==> src/rtl/audio_pkg.sv <==
package audio_pkg;

    // ============================================================
    // Widths and constants
    // ============================================================
    localparam int SAMPLE_W = 16;           // Audio sample and register word
    localparam int PHASE_W  = 32;           // Phase accumulator

    localparam logic [PHASE_W-1:0] PHASE_PER_HZ = 32'd89478;  // ~2^32 / 48000

    localparam logic [SAMPLE_W-1:0] SAW_OFFSET   = 16'h8000;  // Unsigned ramp to signed
    localparam logic [SAMPLE_W-1:0] SQUARE_HIGH  = 16'h3FFF;
    localparam logic [SAMPLE_W-1:0] SQUARE_LOW   = 16'hC000;
    localparam logic [SAMPLE_W-1:0] READ_IDLE    = 16'hFFFF;  // Unmapped or idle read
    localparam logic [SAMPLE_W-1:0] DEFAULT_FREQ = 16'd440;   // Concert A after reset

    localparam int SCLK_HALF         = 4;   // clk_audio cycles per half SCLK
    localparam int SLOTS_PER_CHANNEL = 32;  // SCLK periods per LRCK half

    // ============================================================
    // Enums
    // ============================================================
    typedef enum logic [3:0] {
        SAW_FREQ        = 4'h0,  // Hz
        SAW_DURATION    = 4'h1,  // ms, write starts the voice
        SQUARE_FREQ     = 4'h2,
        SQUARE_DURATION = 4'h3
    } reg_offset_e;

    typedef enum logic [1:0] {
        WAIT_LRCK,    // Idle until the next LRCK edge
        DELAY_FIRST,  // One SCLK period of I2S delay
        TRANSMIT      // Shifting the word out
    } i2s_state_e;

    // ============================================================
    // Structs
    // ============================================================
    typedef struct packed {
        logic                select;
        logic [3:0]          offset;  // Raw offset, may be unmapped
        logic                read;
        logic                write;
        logic [SAMPLE_W-1:0] wdata;
    } reg_bus_t;

    typedef struct packed {
        logic [SAMPLE_W-1:0] freq;      // Hz
        logic [SAMPLE_W-1:0] duration;  // ms
    } tone_cfg_t;

    typedef struct packed {
        logic lrck;
        logic sclk;
        logic sdin;
    } i2s_pins_t;

endpackage
==> src/rtl/audio_top.sv <==
`timescale 1ns/1ns

module audio_top #(
    parameter int TICKS_PER_MS = 24576  // Millisecond length in clk_audio cycles
) (
    input  logic                           clk_audio,
    input  logic                           reset,
    input  audio_pkg::reg_bus_t            bus,
    output logic [audio_pkg::SAMPLE_W-1:0] rdata,
    output audio_pkg::i2s_pins_t           pins
);
    import audio_pkg::*;

    tone_cfg_t                  saw_cfg;
    tone_cfg_t                  square_cfg;
    logic                       saw_start;
    logic                       square_start;
    logic                       push;
    logic                       pop;
    logic                       full;
    logic                       empty;
    logic signed [SAMPLE_W-1:0] synth_sample;  // Producer to buffer
    logic [SAMPLE_W-1:0]        head_sample;   // Buffer to serializer

    audio_regs u_regs (
        .clk_audio    (clk_audio),
        .reset        (reset),
        .bus          (bus),
        .rdata        (rdata),
        .saw_cfg      (saw_cfg),
        .square_cfg   (square_cfg),
        .saw_start    (saw_start),
        .square_start (square_start)
    );

    tone_synth #(.TICKS_PER_MS(TICKS_PER_MS)) u_synth (
        .clk_audio    (clk_audio),
        .reset        (reset),
        .saw_cfg      (saw_cfg),
        .square_cfg   (square_cfg),
        .saw_start    (saw_start),
        .square_start (square_start),
        .full         (full),
        .push         (push),
        .sample       (synth_sample)
    );

    sample_fifo u_fifo (
        .clk_audio (clk_audio),
        .reset     (reset),
        .push      (push),
        .wr_sample (synth_sample),
        .pop       (pop),
        .rd_sample (head_sample),
        .full      (full),
        .empty     (empty)
    );

    i2s_tx u_i2s (
        .clk_audio (clk_audio),
        .reset     (reset),
        .sample    (head_sample),
        .empty     (empty),
        .pop       (pop),
        .pins      (pins)
    );

endmodule

==> src/rtl/i2s_tx.sv <==
`timescale 1ns/1ns

module i2s_tx (
    input  logic                           clk_audio,
    input  logic                           reset,
    input  logic [audio_pkg::SAMPLE_W-1:0] sample,
    input  logic                           empty,
    output logic                           pop,
    output audio_pkg::i2s_pins_t           pins
);
    import audio_pkg::*;

    logic [$clog2(SCLK_HALF)-1:0]         div_cnt;   // Half SCLK divider
    logic [$clog2(SLOTS_PER_CHANNEL)-1:0] slot_cnt;  // SCLK periods in this half
    logic                                 sclk;
    logic                                 lrck;
    logic                                 sdin;
    logic                                 sclk_prev;
    logic                                 lrck_prev;
    logic                                 sclk_fall;
    logic                                 lrck_edge;
    logic                                 lrck_rise;   // Start of a frame
    i2s_state_e                           state;
    logic [SAMPLE_W-1:0]                  shift;
    logic [SAMPLE_W-1:0]                  hold;        // Word for the second half
    logic [SAMPLE_W-1:0]                  frame_word;
    logic [$clog2(SAMPLE_W):0]            bit_cnt;     // Bits sent, 0..16

    // ============================================================
    // SCLK and LRCK generation
    // ============================================================
    always_ff @(posedge clk_audio) begin
        if (reset) begin
            div_cnt  <= '0;
            slot_cnt <= '0;
            sclk     <= 1'b0;
            lrck     <= 1'b0;
        end else if (div_cnt == SCLK_HALF - 1) begin
            div_cnt <= '0;
            sclk    <= ~sclk;
            if (!sclk) begin  // Rising SCLK ends a period
                if (slot_cnt == SLOTS_PER_CHANNEL - 1) begin
                    slot_cnt <= '0;
                    lrck     <= ~lrck;  // New channel half
                end else begin
                    slot_cnt <= slot_cnt + 1'b1;
                end
            end
        end else begin
            div_cnt <= div_cnt + 1'b1;
        end
    end

    // Edge detection
    always_ff @(posedge clk_audio) begin
        if (reset) begin
            sclk_prev <= 1'b0;
            lrck_prev <= 1'b0;
        end else begin
            sclk_prev <= sclk;
            lrck_prev <= lrck;
        end
    end

    assign sclk_fall  = sclk_prev && !sclk;
    assign lrck_edge  = lrck != lrck_prev;
    assign lrck_rise  = lrck && !lrck_prev;
    assign frame_word = empty ? '0 : sample;  // Underrun sends silence

    // ============================================================
    // Serializer FSM
    // ============================================================
    always_ff @(posedge clk_audio) begin
        if (reset) begin
            state   <= WAIT_LRCK;
            bit_cnt <= '0;
            sdin    <= 1'b0;
            pop     <= 1'b0;
        end else begin
            pop <= 1'b0;
            case (state)
                WAIT_LRCK: if (lrck_edge) begin
                    bit_cnt <= '0;
                    pop     <= lrck_rise && !empty;  // One pop per frame
                    state   <= DELAY_FIRST;
                end
                DELAY_FIRST: if (sclk_fall) begin
                    state <= TRANSMIT;  // MSB on the next falling edge
                end
                TRANSMIT: if (sclk_fall) begin
                    if (bit_cnt < SAMPLE_W) begin
                        sdin    <= shift[SAMPLE_W-1];
                        bit_cnt <= bit_cnt + 1'b1;
                    end else begin
                        sdin  <= 1'b0;  // Pad the rest of the half
                        state <= WAIT_LRCK;
                    end
                end
                default: state <= WAIT_LRCK;
            endcase
        end
    end

    // Shift register and repeat word
    always_ff @(posedge clk_audio) begin
        if (state == WAIT_LRCK && lrck_edge) begin
            if (lrck_rise) begin
                shift <= frame_word;
                hold  <= frame_word;
            end else begin
                shift <= hold;  // Same word again
            end
        end else if (state == TRANSMIT && sclk_fall && bit_cnt < SAMPLE_W) begin
            shift <= {shift[SAMPLE_W-2:0], 1'b0};
        end
    end

    assign pins.lrck = lrck;
    assign pins.sclk = sclk;
    assign pins.sdin = sdin;

    assert property (@(posedge clk_audio) disable iff (reset)
        state inside {WAIT_LRCK, DELAY_FIRST, TRANSMIT})
        else $error("i2s_tx: illegal FSM state");

endmodule

==> src/rtl/sample_fifo.sv <==
`timescale 1ns/1ns

module sample_fifo (
    input  logic                           clk_audio,
    input  logic                           reset,
    input  logic                           push,
    input  logic [audio_pkg::SAMPLE_W-1:0] wr_sample,
    input  logic                           pop,
    output logic [audio_pkg::SAMPLE_W-1:0] rd_sample,
    output logic                           full,
    output logic                           empty
);
    import audio_pkg::*;

    logic [SAMPLE_W-1:0] mem [2];  // Two sample slots
    logic                wr_ptr;
    logic                rd_ptr;
    logic [1:0]          count;    // 0..2 entries
    logic                do_push;
    logic                do_pop;

    assign do_push = push && !full;
    assign do_pop  = pop && !empty;  // Pop on empty is a no-op

    always_ff @(posedge clk_audio) begin
        if (reset) begin
            wr_ptr <= 1'b0;
            rd_ptr <= 1'b0;
            count  <= '0;
        end else begin
            if (do_push) wr_ptr <= ~wr_ptr;
            if (do_pop)  rd_ptr <= ~rd_ptr;
            case ({do_push, do_pop})
                2'b10:   count <= count + 1'b1;
                2'b01:   count <= count - 1'b1;
                default: count <= count;  // Both or neither
            endcase
        end
    end

    always_ff @(posedge clk_audio) begin
        if (do_push) mem[wr_ptr] <= wr_sample;
    end

    assign rd_sample = mem[rd_ptr];  // Head word, valid when not empty
    assign full      = (count == 2'd2);
    assign empty     = (count == 2'd0);

    // Producer must respect the full level
    assert property (@(posedge clk_audio) disable iff (reset) push |-> !full)
        else $error("sample_fifo: push while full");

endmodule

==> src/rtl/tone_synth.sv <==
`timescale 1ns/1ns

module tone_synth #(
    parameter int TICKS_PER_MS = 24576  // clk_audio cycles per millisecond
) (
    input  logic                                   clk_audio,
    input  logic                                   reset,
    input  audio_pkg::tone_cfg_t                   saw_cfg,
    input  audio_pkg::tone_cfg_t                   square_cfg,
    input  logic                                   saw_start,
    input  logic                                   square_start,
    input  logic                                   full,
    output logic                                   push,
    output logic signed [audio_pkg::SAMPLE_W-1:0]  sample
);
    import audio_pkg::*;

    logic                       step;          // Advance one frame
    logic signed [SAMPLE_W-1:0] saw_voice;
    logic signed [SAMPLE_W-1:0] square_voice;
    logic signed [SAMPLE_W:0]   mix_sum;       // One guard bit for the average
    logic signed [SAMPLE_W-1:0] mix;

    // Pending push doubles as the frame-stepped flag
    assign step = !full && !push;

    // ============================================================
    // Per voice timer and phase, voice 0 saw, voice 1 square
    // ============================================================
    for (genvar v = 0; v < 2; v++) begin : g_voice
        tone_cfg_t          cfg;
        logic               start;
        logic               playing;
        logic               ms_tick;
        logic [31:0]        prescale;  // Cycles within the current ms
        logic [SAMPLE_W-1:0] ms_left;  // Remaining ms
        logic [PHASE_W-1:0] phase;

        assign cfg     = (v == 0) ? saw_cfg : square_cfg;
        assign start   = (v == 0) ? saw_start : square_start;
        assign ms_tick = playing && (prescale == TICKS_PER_MS - 1);

        // Millisecond countdown
        always_ff @(posedge clk_audio) begin
            if (reset) begin
                playing  <= 1'b0;
                prescale <= '0;
                ms_left  <= '0;
            end else if (start && cfg.duration != '0) begin
                playing  <= 1'b1;          // Zero duration never gets here
                prescale <= '0;            // Fresh ms boundary
                ms_left  <= cfg.duration;
            end else if (playing) begin
                if (ms_tick) begin
                    prescale <= '0;
                    ms_left  <= ms_left - 1'b1;
                    if (ms_left == 1) begin
                        playing <= 1'b0;  // Last ms done
                    end
                end else begin
                    prescale <= prescale + 1'b1;
                end
            end
        end

        // Phase accumulator, parked at zero while silent
        always_ff @(posedge clk_audio) begin
            if (reset || !playing) begin
                phase <= '0;
            end else if (step) begin
                phase <= phase + (PHASE_W'(cfg.freq) * PHASE_PER_HZ);
            end
        end
    end

    // ============================================================
    // Waveforms and mixer
    // ============================================================
    assign saw_voice = g_voice[0].playing
                     ? signed'(g_voice[0].phase[PHASE_W-1 -: SAMPLE_W] - SAW_OFFSET)
                     : '0;
    assign square_voice = !g_voice[1].playing      ? '0
                        : g_voice[1].phase[PHASE_W-1] ? SQUARE_HIGH
                        : SQUARE_LOW;

    assign mix_sum = saw_voice + square_voice;  // Sign extended to 17 bits

    always_comb begin
        case ({g_voice[0].playing, g_voice[1].playing})
            2'b11:   mix = mix_sum[SAMPLE_W:1];  // Arithmetic average
            2'b10:   mix = saw_voice;
            2'b01:   mix = square_voice;
            default: mix = '0;                   // Silence
        endcase
    end

    // Push strobe, one per step
    always_ff @(posedge clk_audio) begin
        if (reset) begin
            push <= 1'b0;
        end else begin
            push <= step;
        end
    end

    always_ff @(posedge clk_audio) begin
        if (step) begin
            sample <= mix;  // Held under back-pressure
        end
    end

endmodule

==> src/rtl/audio_regs.sv <==
`timescale 1ns/1ns

module audio_regs (
    input  logic                            clk_audio,
    input  logic                            reset,
    input  audio_pkg::reg_bus_t             bus,
    output logic [audio_pkg::SAMPLE_W-1:0]  rdata,
    output audio_pkg::tone_cfg_t            saw_cfg,
    output audio_pkg::tone_cfg_t            square_cfg,
    output logic                            saw_start,
    output logic                            square_start
);
    import audio_pkg::*;

    logic wr_en;  // Qualified write
    logic rd_en;  // Qualified read

    assign wr_en = bus.select && bus.write;
    assign rd_en = bus.select && bus.read;

    // Register writes and duration strobes
    always_ff @(posedge clk_audio) begin
        if (reset) begin
            saw_cfg.freq        <= DEFAULT_FREQ;
            saw_cfg.duration    <= '0;
            square_cfg.freq     <= DEFAULT_FREQ;
            square_cfg.duration <= '0;
            saw_start           <= 1'b0;
            square_start        <= 1'b0;
        end else begin
            saw_start    <= 1'b0;  // Strobes last one cycle
            square_start <= 1'b0;
            if (wr_en) begin
                case (bus.offset)
                    SAW_FREQ:        saw_cfg.freq <= bus.wdata;
                    SAW_DURATION: begin
                        saw_cfg.duration <= bus.wdata;
                        saw_start        <= 1'b1;  // Kick the sawtooth voice
                    end
                    SQUARE_FREQ:     square_cfg.freq <= bus.wdata;
                    SQUARE_DURATION: begin
                        square_cfg.duration <= bus.wdata;
                        square_start        <= 1'b1;  // Kick the square voice
                    end
                    default: ;  // Unmapped offsets ignored
                endcase
            end
        end
    end

    // Read mux
    always_comb begin
        rdata = READ_IDLE;
        if (rd_en) begin
            case (bus.offset)
                SAW_FREQ:        rdata = saw_cfg.freq;
                SAW_DURATION:    rdata = saw_cfg.duration;
                SQUARE_FREQ:     rdata = square_cfg.freq;
                SQUARE_DURATION: rdata = square_cfg.duration;
                default:         rdata = READ_IDLE;
            endcase
        end
    end

    // One port write per cycle, so the voices never start together
    assert property (@(posedge clk_audio) disable iff (reset)
        !($rose(saw_start) && $rose(square_start)))
        else $error("audio_regs: both start strobes rose together");

endmodule

==> config.mk <==
export PLATFORM = sky130hd
export DESIGN_NAME = audio_top
export DESIGN_NICKNAME = d
export VERILOG_FILES = /design/src/rtl/audio_pkg.sv /design/src/rtl/audio_top.sv /design/src/rtl/i2s_tx.sv /design/src/rtl/sample_fifo.sv /design/src/rtl/tone_synth.sv /design/src/rtl/audio_regs.sv
export SDC_FILE = /design/constraint.sdc
export NUM_CORES = 1
export LEC_CHECK = 0
export ABC_AREA = 1
export BUFFER_PORTS_ARGS = -buffer_cell sky130_fd_sc_hd__buf_2
export CAP_MARGIN = 5
export CORE_MARGIN = 1
export CORE_UTILIZATION = 40
export DETAILED_ROUTE_END_ITERATION = 8
export PLACE_DENSITY = 0.64
export REMOVE_ABC_BUFFERS = 1
export SLEW_MARGIN = 20
export SYNTH_ARGS = -nofsm -noshare
export SYNTH_HDL_FRONTEND = slang
export SYNTH_SLANG_ARGS = --single-unit
==> constraint.sdc <==
create_clock -name clk_audio -period 13.2 [get_ports clk_audio]
set_input_delay 0 -clock clk_audio [delete_from_list [all_inputs] [get_ports clk_audio]]
set_output_delay 0 -clock clk_audio [all_outputs]
set_load 0.02 [all_outputs]
Word-level counts from Yosys, hierarchy flattened --
Memories as Yosys holds them, arrays and structs flattened. A register that Yosys moved wholly into a read port is not among the register bits. Cells that the tools add are included. Widths: inputs -> output; s select.
Word-level totals: register bits 301, bits in writable memories 32, input port bits 25, output and inout bits 19, memories 1
Cells by class: add/subtract/negate cells 13, multipliers 2, $lt $le $gt $ge 1, eq/ne operators 23, mux-type cells 44, bitwise gates (word level) 7, reductions and logical operators 52
Memories:
- u_fifo.mem | depth 2, bits a word 16, read ports 1, clocked after Yosys merged registers in 1, wr ports 1, RTL line sample_fifo.sv:15 | logic [SAMPLE_W-1:0] mem [2];
Operators by type and width (number):
- $mux 16 | 14
- $add 32x1->32 const B | 2
- $add 32x32->32 | 2
- $eq 32x15->1 const B | 2
- $mux 32 | 2
- $pmux 16 s4 | 1
- $mul 16x16->31 const B | 2
- $pmux 16 s3 | 1
- $eq 16x1->1 const B | 2
- $reduce_bool 16->1 | 2
- $sub 16x1->16 const B | 2
- $mux 5 | 4
- $add 16x16->17 | 1
- $reduce_and 2->1 | 8
- $sub 16x16->16 const B | 1
- $logic_and 1x1->1 | 15
- $mux 1 | 15
- $reduce_bool 2->1 | 7
- $eq 2x2->1 const B | 6
- $add 5x1->5 const B | 2
- $pmux 5 s2 | 1
- $eq 4x2->1 const B | 2
- $mux 2 | 4
- $ne 2x1->1 const B | 4
- 19 further kinds | 40

Longest topological paths before layout --
depth in word-level cells 6, depth in mapped cells 37, mapped depth without buffers 37

Cells and area by module --
A second synthesis with hierarchy kept.
Second synthesis, totals: cells, all modules 4210, area, all modules 30676.9 µm²
Modules (own cells, without submodules):
- tone_synth | instances 1, cells each 3232, area an instance 23156.0 µm², seq. area each 3703.6 µm²
- audio_regs | instances 1, cells each 631, area an instance 3679.8 µm², seq. area each 1321.3 µm²
- i2s_tx | instances 1, cells each 257, area an instance 2381.0 µm², seq. area each 1361.3 µm²
- sample_fifo | instances 1, cells each 90, area an instance 1460.2 µm², seq. area each 1061.0 µm²

Worst setup path after synthesis --
OpenSTA, ideal clock, no wires.
path kind register -> register, start point reg, netlist name u_regs.saw_cfg[23], end point reg u_synth.g_voice[0].phase[31], setup time 0.110 ns, arrival time 5.903 ns, data required time 13.090 ns, path slack 7.187 ns, cell stages (with the launch flop) 29, buffers on the path 0, clock period less this slack 6.013 ns, path through dfxtp_1 > ha_1 > fa_1 > inv_1 > fa_1 > inv_1 > fa_1 > fa_1 > inv_1 > fa_1 > inv_1 > ha_1 > a21oi_1 > o21ai_0 > a211oi_1 > nand3_1 > a21oi_1 > xnor2_1 > ha_1 > a21oi_1 > nand2_1 > a21oi_1 > nand2_1 > a21oi_1 > nand3_1 > nand3_1 > nand2_1 > inv_1 > nor2_1
Between the ends: longest elaborated chain between the ends 2
RTL lines:
- $mul 16x16->31 | RTL line tone_synth.sv:71 | phase <= phase + (PHASE_W'(cfg.freq) * PHASE_PER_HZ);
- $add 32x32->32 | RTL line tone_synth.sv:71
- end signal: assignment | RTL line tone_synth.sv:71
- end: declaration | RTL line tone_synth.sv:37 | logic [PHASE_W-1:0] phase;
No other way between the ends. A chain may end at the register's enable or synchronous reset.

Final worst setup path --
start point reg, netlist name u_regs.saw_cfg[23], end point reg u_synth.g_voice[0].phase[31]
Between the ends: longest elaborated chain between the ends 2
RTL lines (RTL line):
- $mul 16x16->31 | tone_synth.sv:71
- $add 32x32->32 | tone_synth.sv:71
No other way between the ends.

==> flow_metrics.tcl <==
set metrics [dict create \
    status "completed" \
    gr-total-overflow 0 \
    drv_slew 0 \
    vias 25049 \
    power_density_nw_per_um2 105 \
    crit_type "flip-flop to flip-flop" \
    seq_area_sq_um 7450 \
    final_common_cell "inv_1" \
    start_util_pct 40.7 \
    ys.flop_type "dfxtp_1" \
    core_sq_um 71900 \
    synth-edff-count 80 \
    start_kind "flip-flop" \
    wl_per_cell_microns 16.1 \
    synth_area_leader_cell "dfxtp_1" \
    yosysWarnings 0 \
    antenna_found_initial 5 \
    ant_nets 0 \
    ioPinCount 44 \
    drtIter0Drc 1813 \
    cts-htree-levels 2 \
    die_y_microns 272 \
    drc_errors 0 \
    dieArea_sq_um 74200 \
    relSlewSlack_pct 26.3 \
    dp_cells 4768 \
    fmax_ghz 0.145 \
    ys_top_cells_by_area "dfxtp_1 17%, ha_1 15%, fa_1 11%" \
    dp.final_hpwl_microns 62200 \
    worstPathMaxFanout 9 \
    critPathMaxStageDelay_ns 0.61 \
    firstDrtPassIters 8 \
    setup-tns-final_ns 0 \
    endpoint_kind "flip-flop" \
    worst_ep_arrival_time_ns 7.43 \
    drive_gt1_share_pct 4.43 \
    grt_setup_unrepaired "false" \
    grt_pass1_wl_microns 128000 \
    cts_tree "built" \
    synth_top_area_share_pct 17.3 \
    setup_violations 0 \
    ctsLongestPathBuffers 3 \
    ys_async_sr_fraction_pct 0 \
    synth_area_sq_um 29200 \
    grt_pass1_vias 24184 \
    critPathSlowestCell "dfxtp_1" \
    ys_types 55 \
    min_period_ns 6.91 \
    ir_worst_vdd_mv 0.0820 \
    postSynthAreaPerCell_sq_um 7.63 \
    final_area_sq_um 32100 \
    clock_skew_ns 0.0346 \
    synth-seq-cells 332 \
    clkSinkCount 332 \
    total_leakage_power_nw 15.8 \
    worst_pin_slew_ns 1.10 \
    cts_root_buf "clkbuf_16" \
    synth_cells 3835 \
    die_width_microns 272 \
    fin_cells 4861 \
    place.gp.congestion 0.957 \
    worst_path_most_repeated_cell "nand2_1" \
    grt_max_degree 93 \
    gr-usage-all-layers_pct 21.4 \
    nets 4431 \
    ys_seq_area_share_pct 25.5 \
    fin_crit_sh_pct 52.4 \
    routed_wl_microns 78300 \
    post_dp_cell_area_sq_um 30400 \
    port_buffers 43 \
    path_clk_slew_ns 0.06 \
    cp.required_ns 13.72 \
    fillers 7327 \
    clock_latency_ns 0.60 \
    final_cell_mix "673 x inv_1, 671 x nand2_1, 378 x nor2_1, 360 x ha_1, 265 x a21oi_1" \
    rows 98 \
    vias_per_cell 5.15 \
    finalHoldViolCount 0 \
    multiInputGateArea_sq_um 18900 \
    cts_buffers 41 \
    whs_ns 0.235 \
    area_growth_pct 9.67 \
    max-cap-violations 0 \
    hp-class "input pin to flip-flop" \
]
[state kept, by name (all words and copies together) (netlist names), 5 cells and up, named ones only]
signal                    cells
u_synth.sample               16
u_regs.square_cfg            32
u_synth.g_voice.ms_left      32
u_i2s.bit_cnt                 5
u_synth.g_voice.prescale     64
u_fifo.mem                   32
u_synth.g_voice.phase        62
u_i2s.shift                  16
u_regs.saw_cfg               32
u_i2s.hold                   16
u_i2s.slot_cnt                5
[kinds of logic after synthesis]
group / count (synthesis) / share of synthesized area, %
and+or+nand+nor: 1457 / 21.7
buffers and inverters: 752 / 9.76
AOI/OAI and AO/OA: 624 / 11.9
adders and majority gates: 527 / 26.8
DFF: 332 / 25.5
xor gates and xnor gates: 128 / 3.83
muxes: 15 / 0.513
[per-layer routing]
layer  GRT usage (%)  routed length (microns)  up-vias
li1                -                        -    12667
met3            4.35                     5740      117
met2            33.8                    34200      675
met1            29.3                    36200    11584
met5               0                       41        -
met4            6.14                     2120        6
[repair_timing]
item	CTS	global route
resized for setup	0	0
setup buffers	0	0
hold endpoints to repair	67	0
hold buffers	17	0
[power breakdown]
group	internal, mW	leakage, nW	switching, mW	total [mW]
combinational	0.356	12.3	0.698	1.05
clock	0.743	0.689	0.479	1.22
sequential	1.07	2.79	0.0165	1.08
total	2.17	15.8	1.19	3.36
[worst max-delay path, delay by kind of cell, from the launching register on]
family	cells	cell delay (ns)
compound gates	4	0.64
flops	1	0.61
xor+xnor	1	0.24
buf+inv	5	0.23
fa+ha+maj	8	3.74
simple gates	11	1.35
[synthesized netlist by cell type (4+ instances only)]
cell and count:
edfxtp_1 80, o211ai_1 30, nor3_1 71, inv_2 4
o21bai_1 19, or2_2 7, a22oi_1 8, a31oi_1 26
a21o_1 16, fa_1 167, nand3_1 168, o21a_1 4
ha_1 360, nor4_1 22, nand3b_1 8, buf_1 5
inv_1 675, nor2_2 10, a221oi_1 10, o22ai_1 4
clkbuf_1 49, nand4_1 70, nor2_4 11, nand2_2 12
a21oi_1 265, o21ai_0 212, a211oi_1 10, nand2_1 671
o221ai_1 8, xor2_1 80, nor2_1 380, dfxtp_1 252
xnor2_1 48, buf_2 11, buf_4 5, mux2i_1 15
nor3b_1 11
[cell type report]
class	count	share of cell area, %
antenna	3	0.0234
clock buffer	55	3.39
timing repair buffer	71	1.52
clock inverter	17	1.08
multi-input combinational	2751	59.1
sequential	332	23.2
inverter	682	7.99
tap	950	3.71
[final timing paths]
| path | start | to | slack, ns | cells after the start |
|---|---|---|---|---|
| worst max-delay path | u_regs.saw_cfg[23] | u_synth.g_voice[0].phase[31] | 6.29 | 29 |
| worst min-delay path | bus[16] | u_regs.square_cfg[24] | 0.23 | 5 |
| worst max register to register | u_regs.saw_cfg[23] | u_synth.g_voice[0].phase[31] | 6.29 | 29 |
| worst min register to register | u_synth.sample[13] | u_fifo.mem[0][13] | 0.44 | 0 |
[through the flow]
step	total power, mW	util [%]	worst slack, ns
global placement	2.14	42.4	6.40
finish	3.36	44.6	6.29
CTS	3.37	44.6	6.33
detailed placement	2.14	42.4	6.41
floorplan	1.86	-	7.13
global route	3.56	44.6	5.92
No activity file was read; power rests on OpenSTA's default activity.
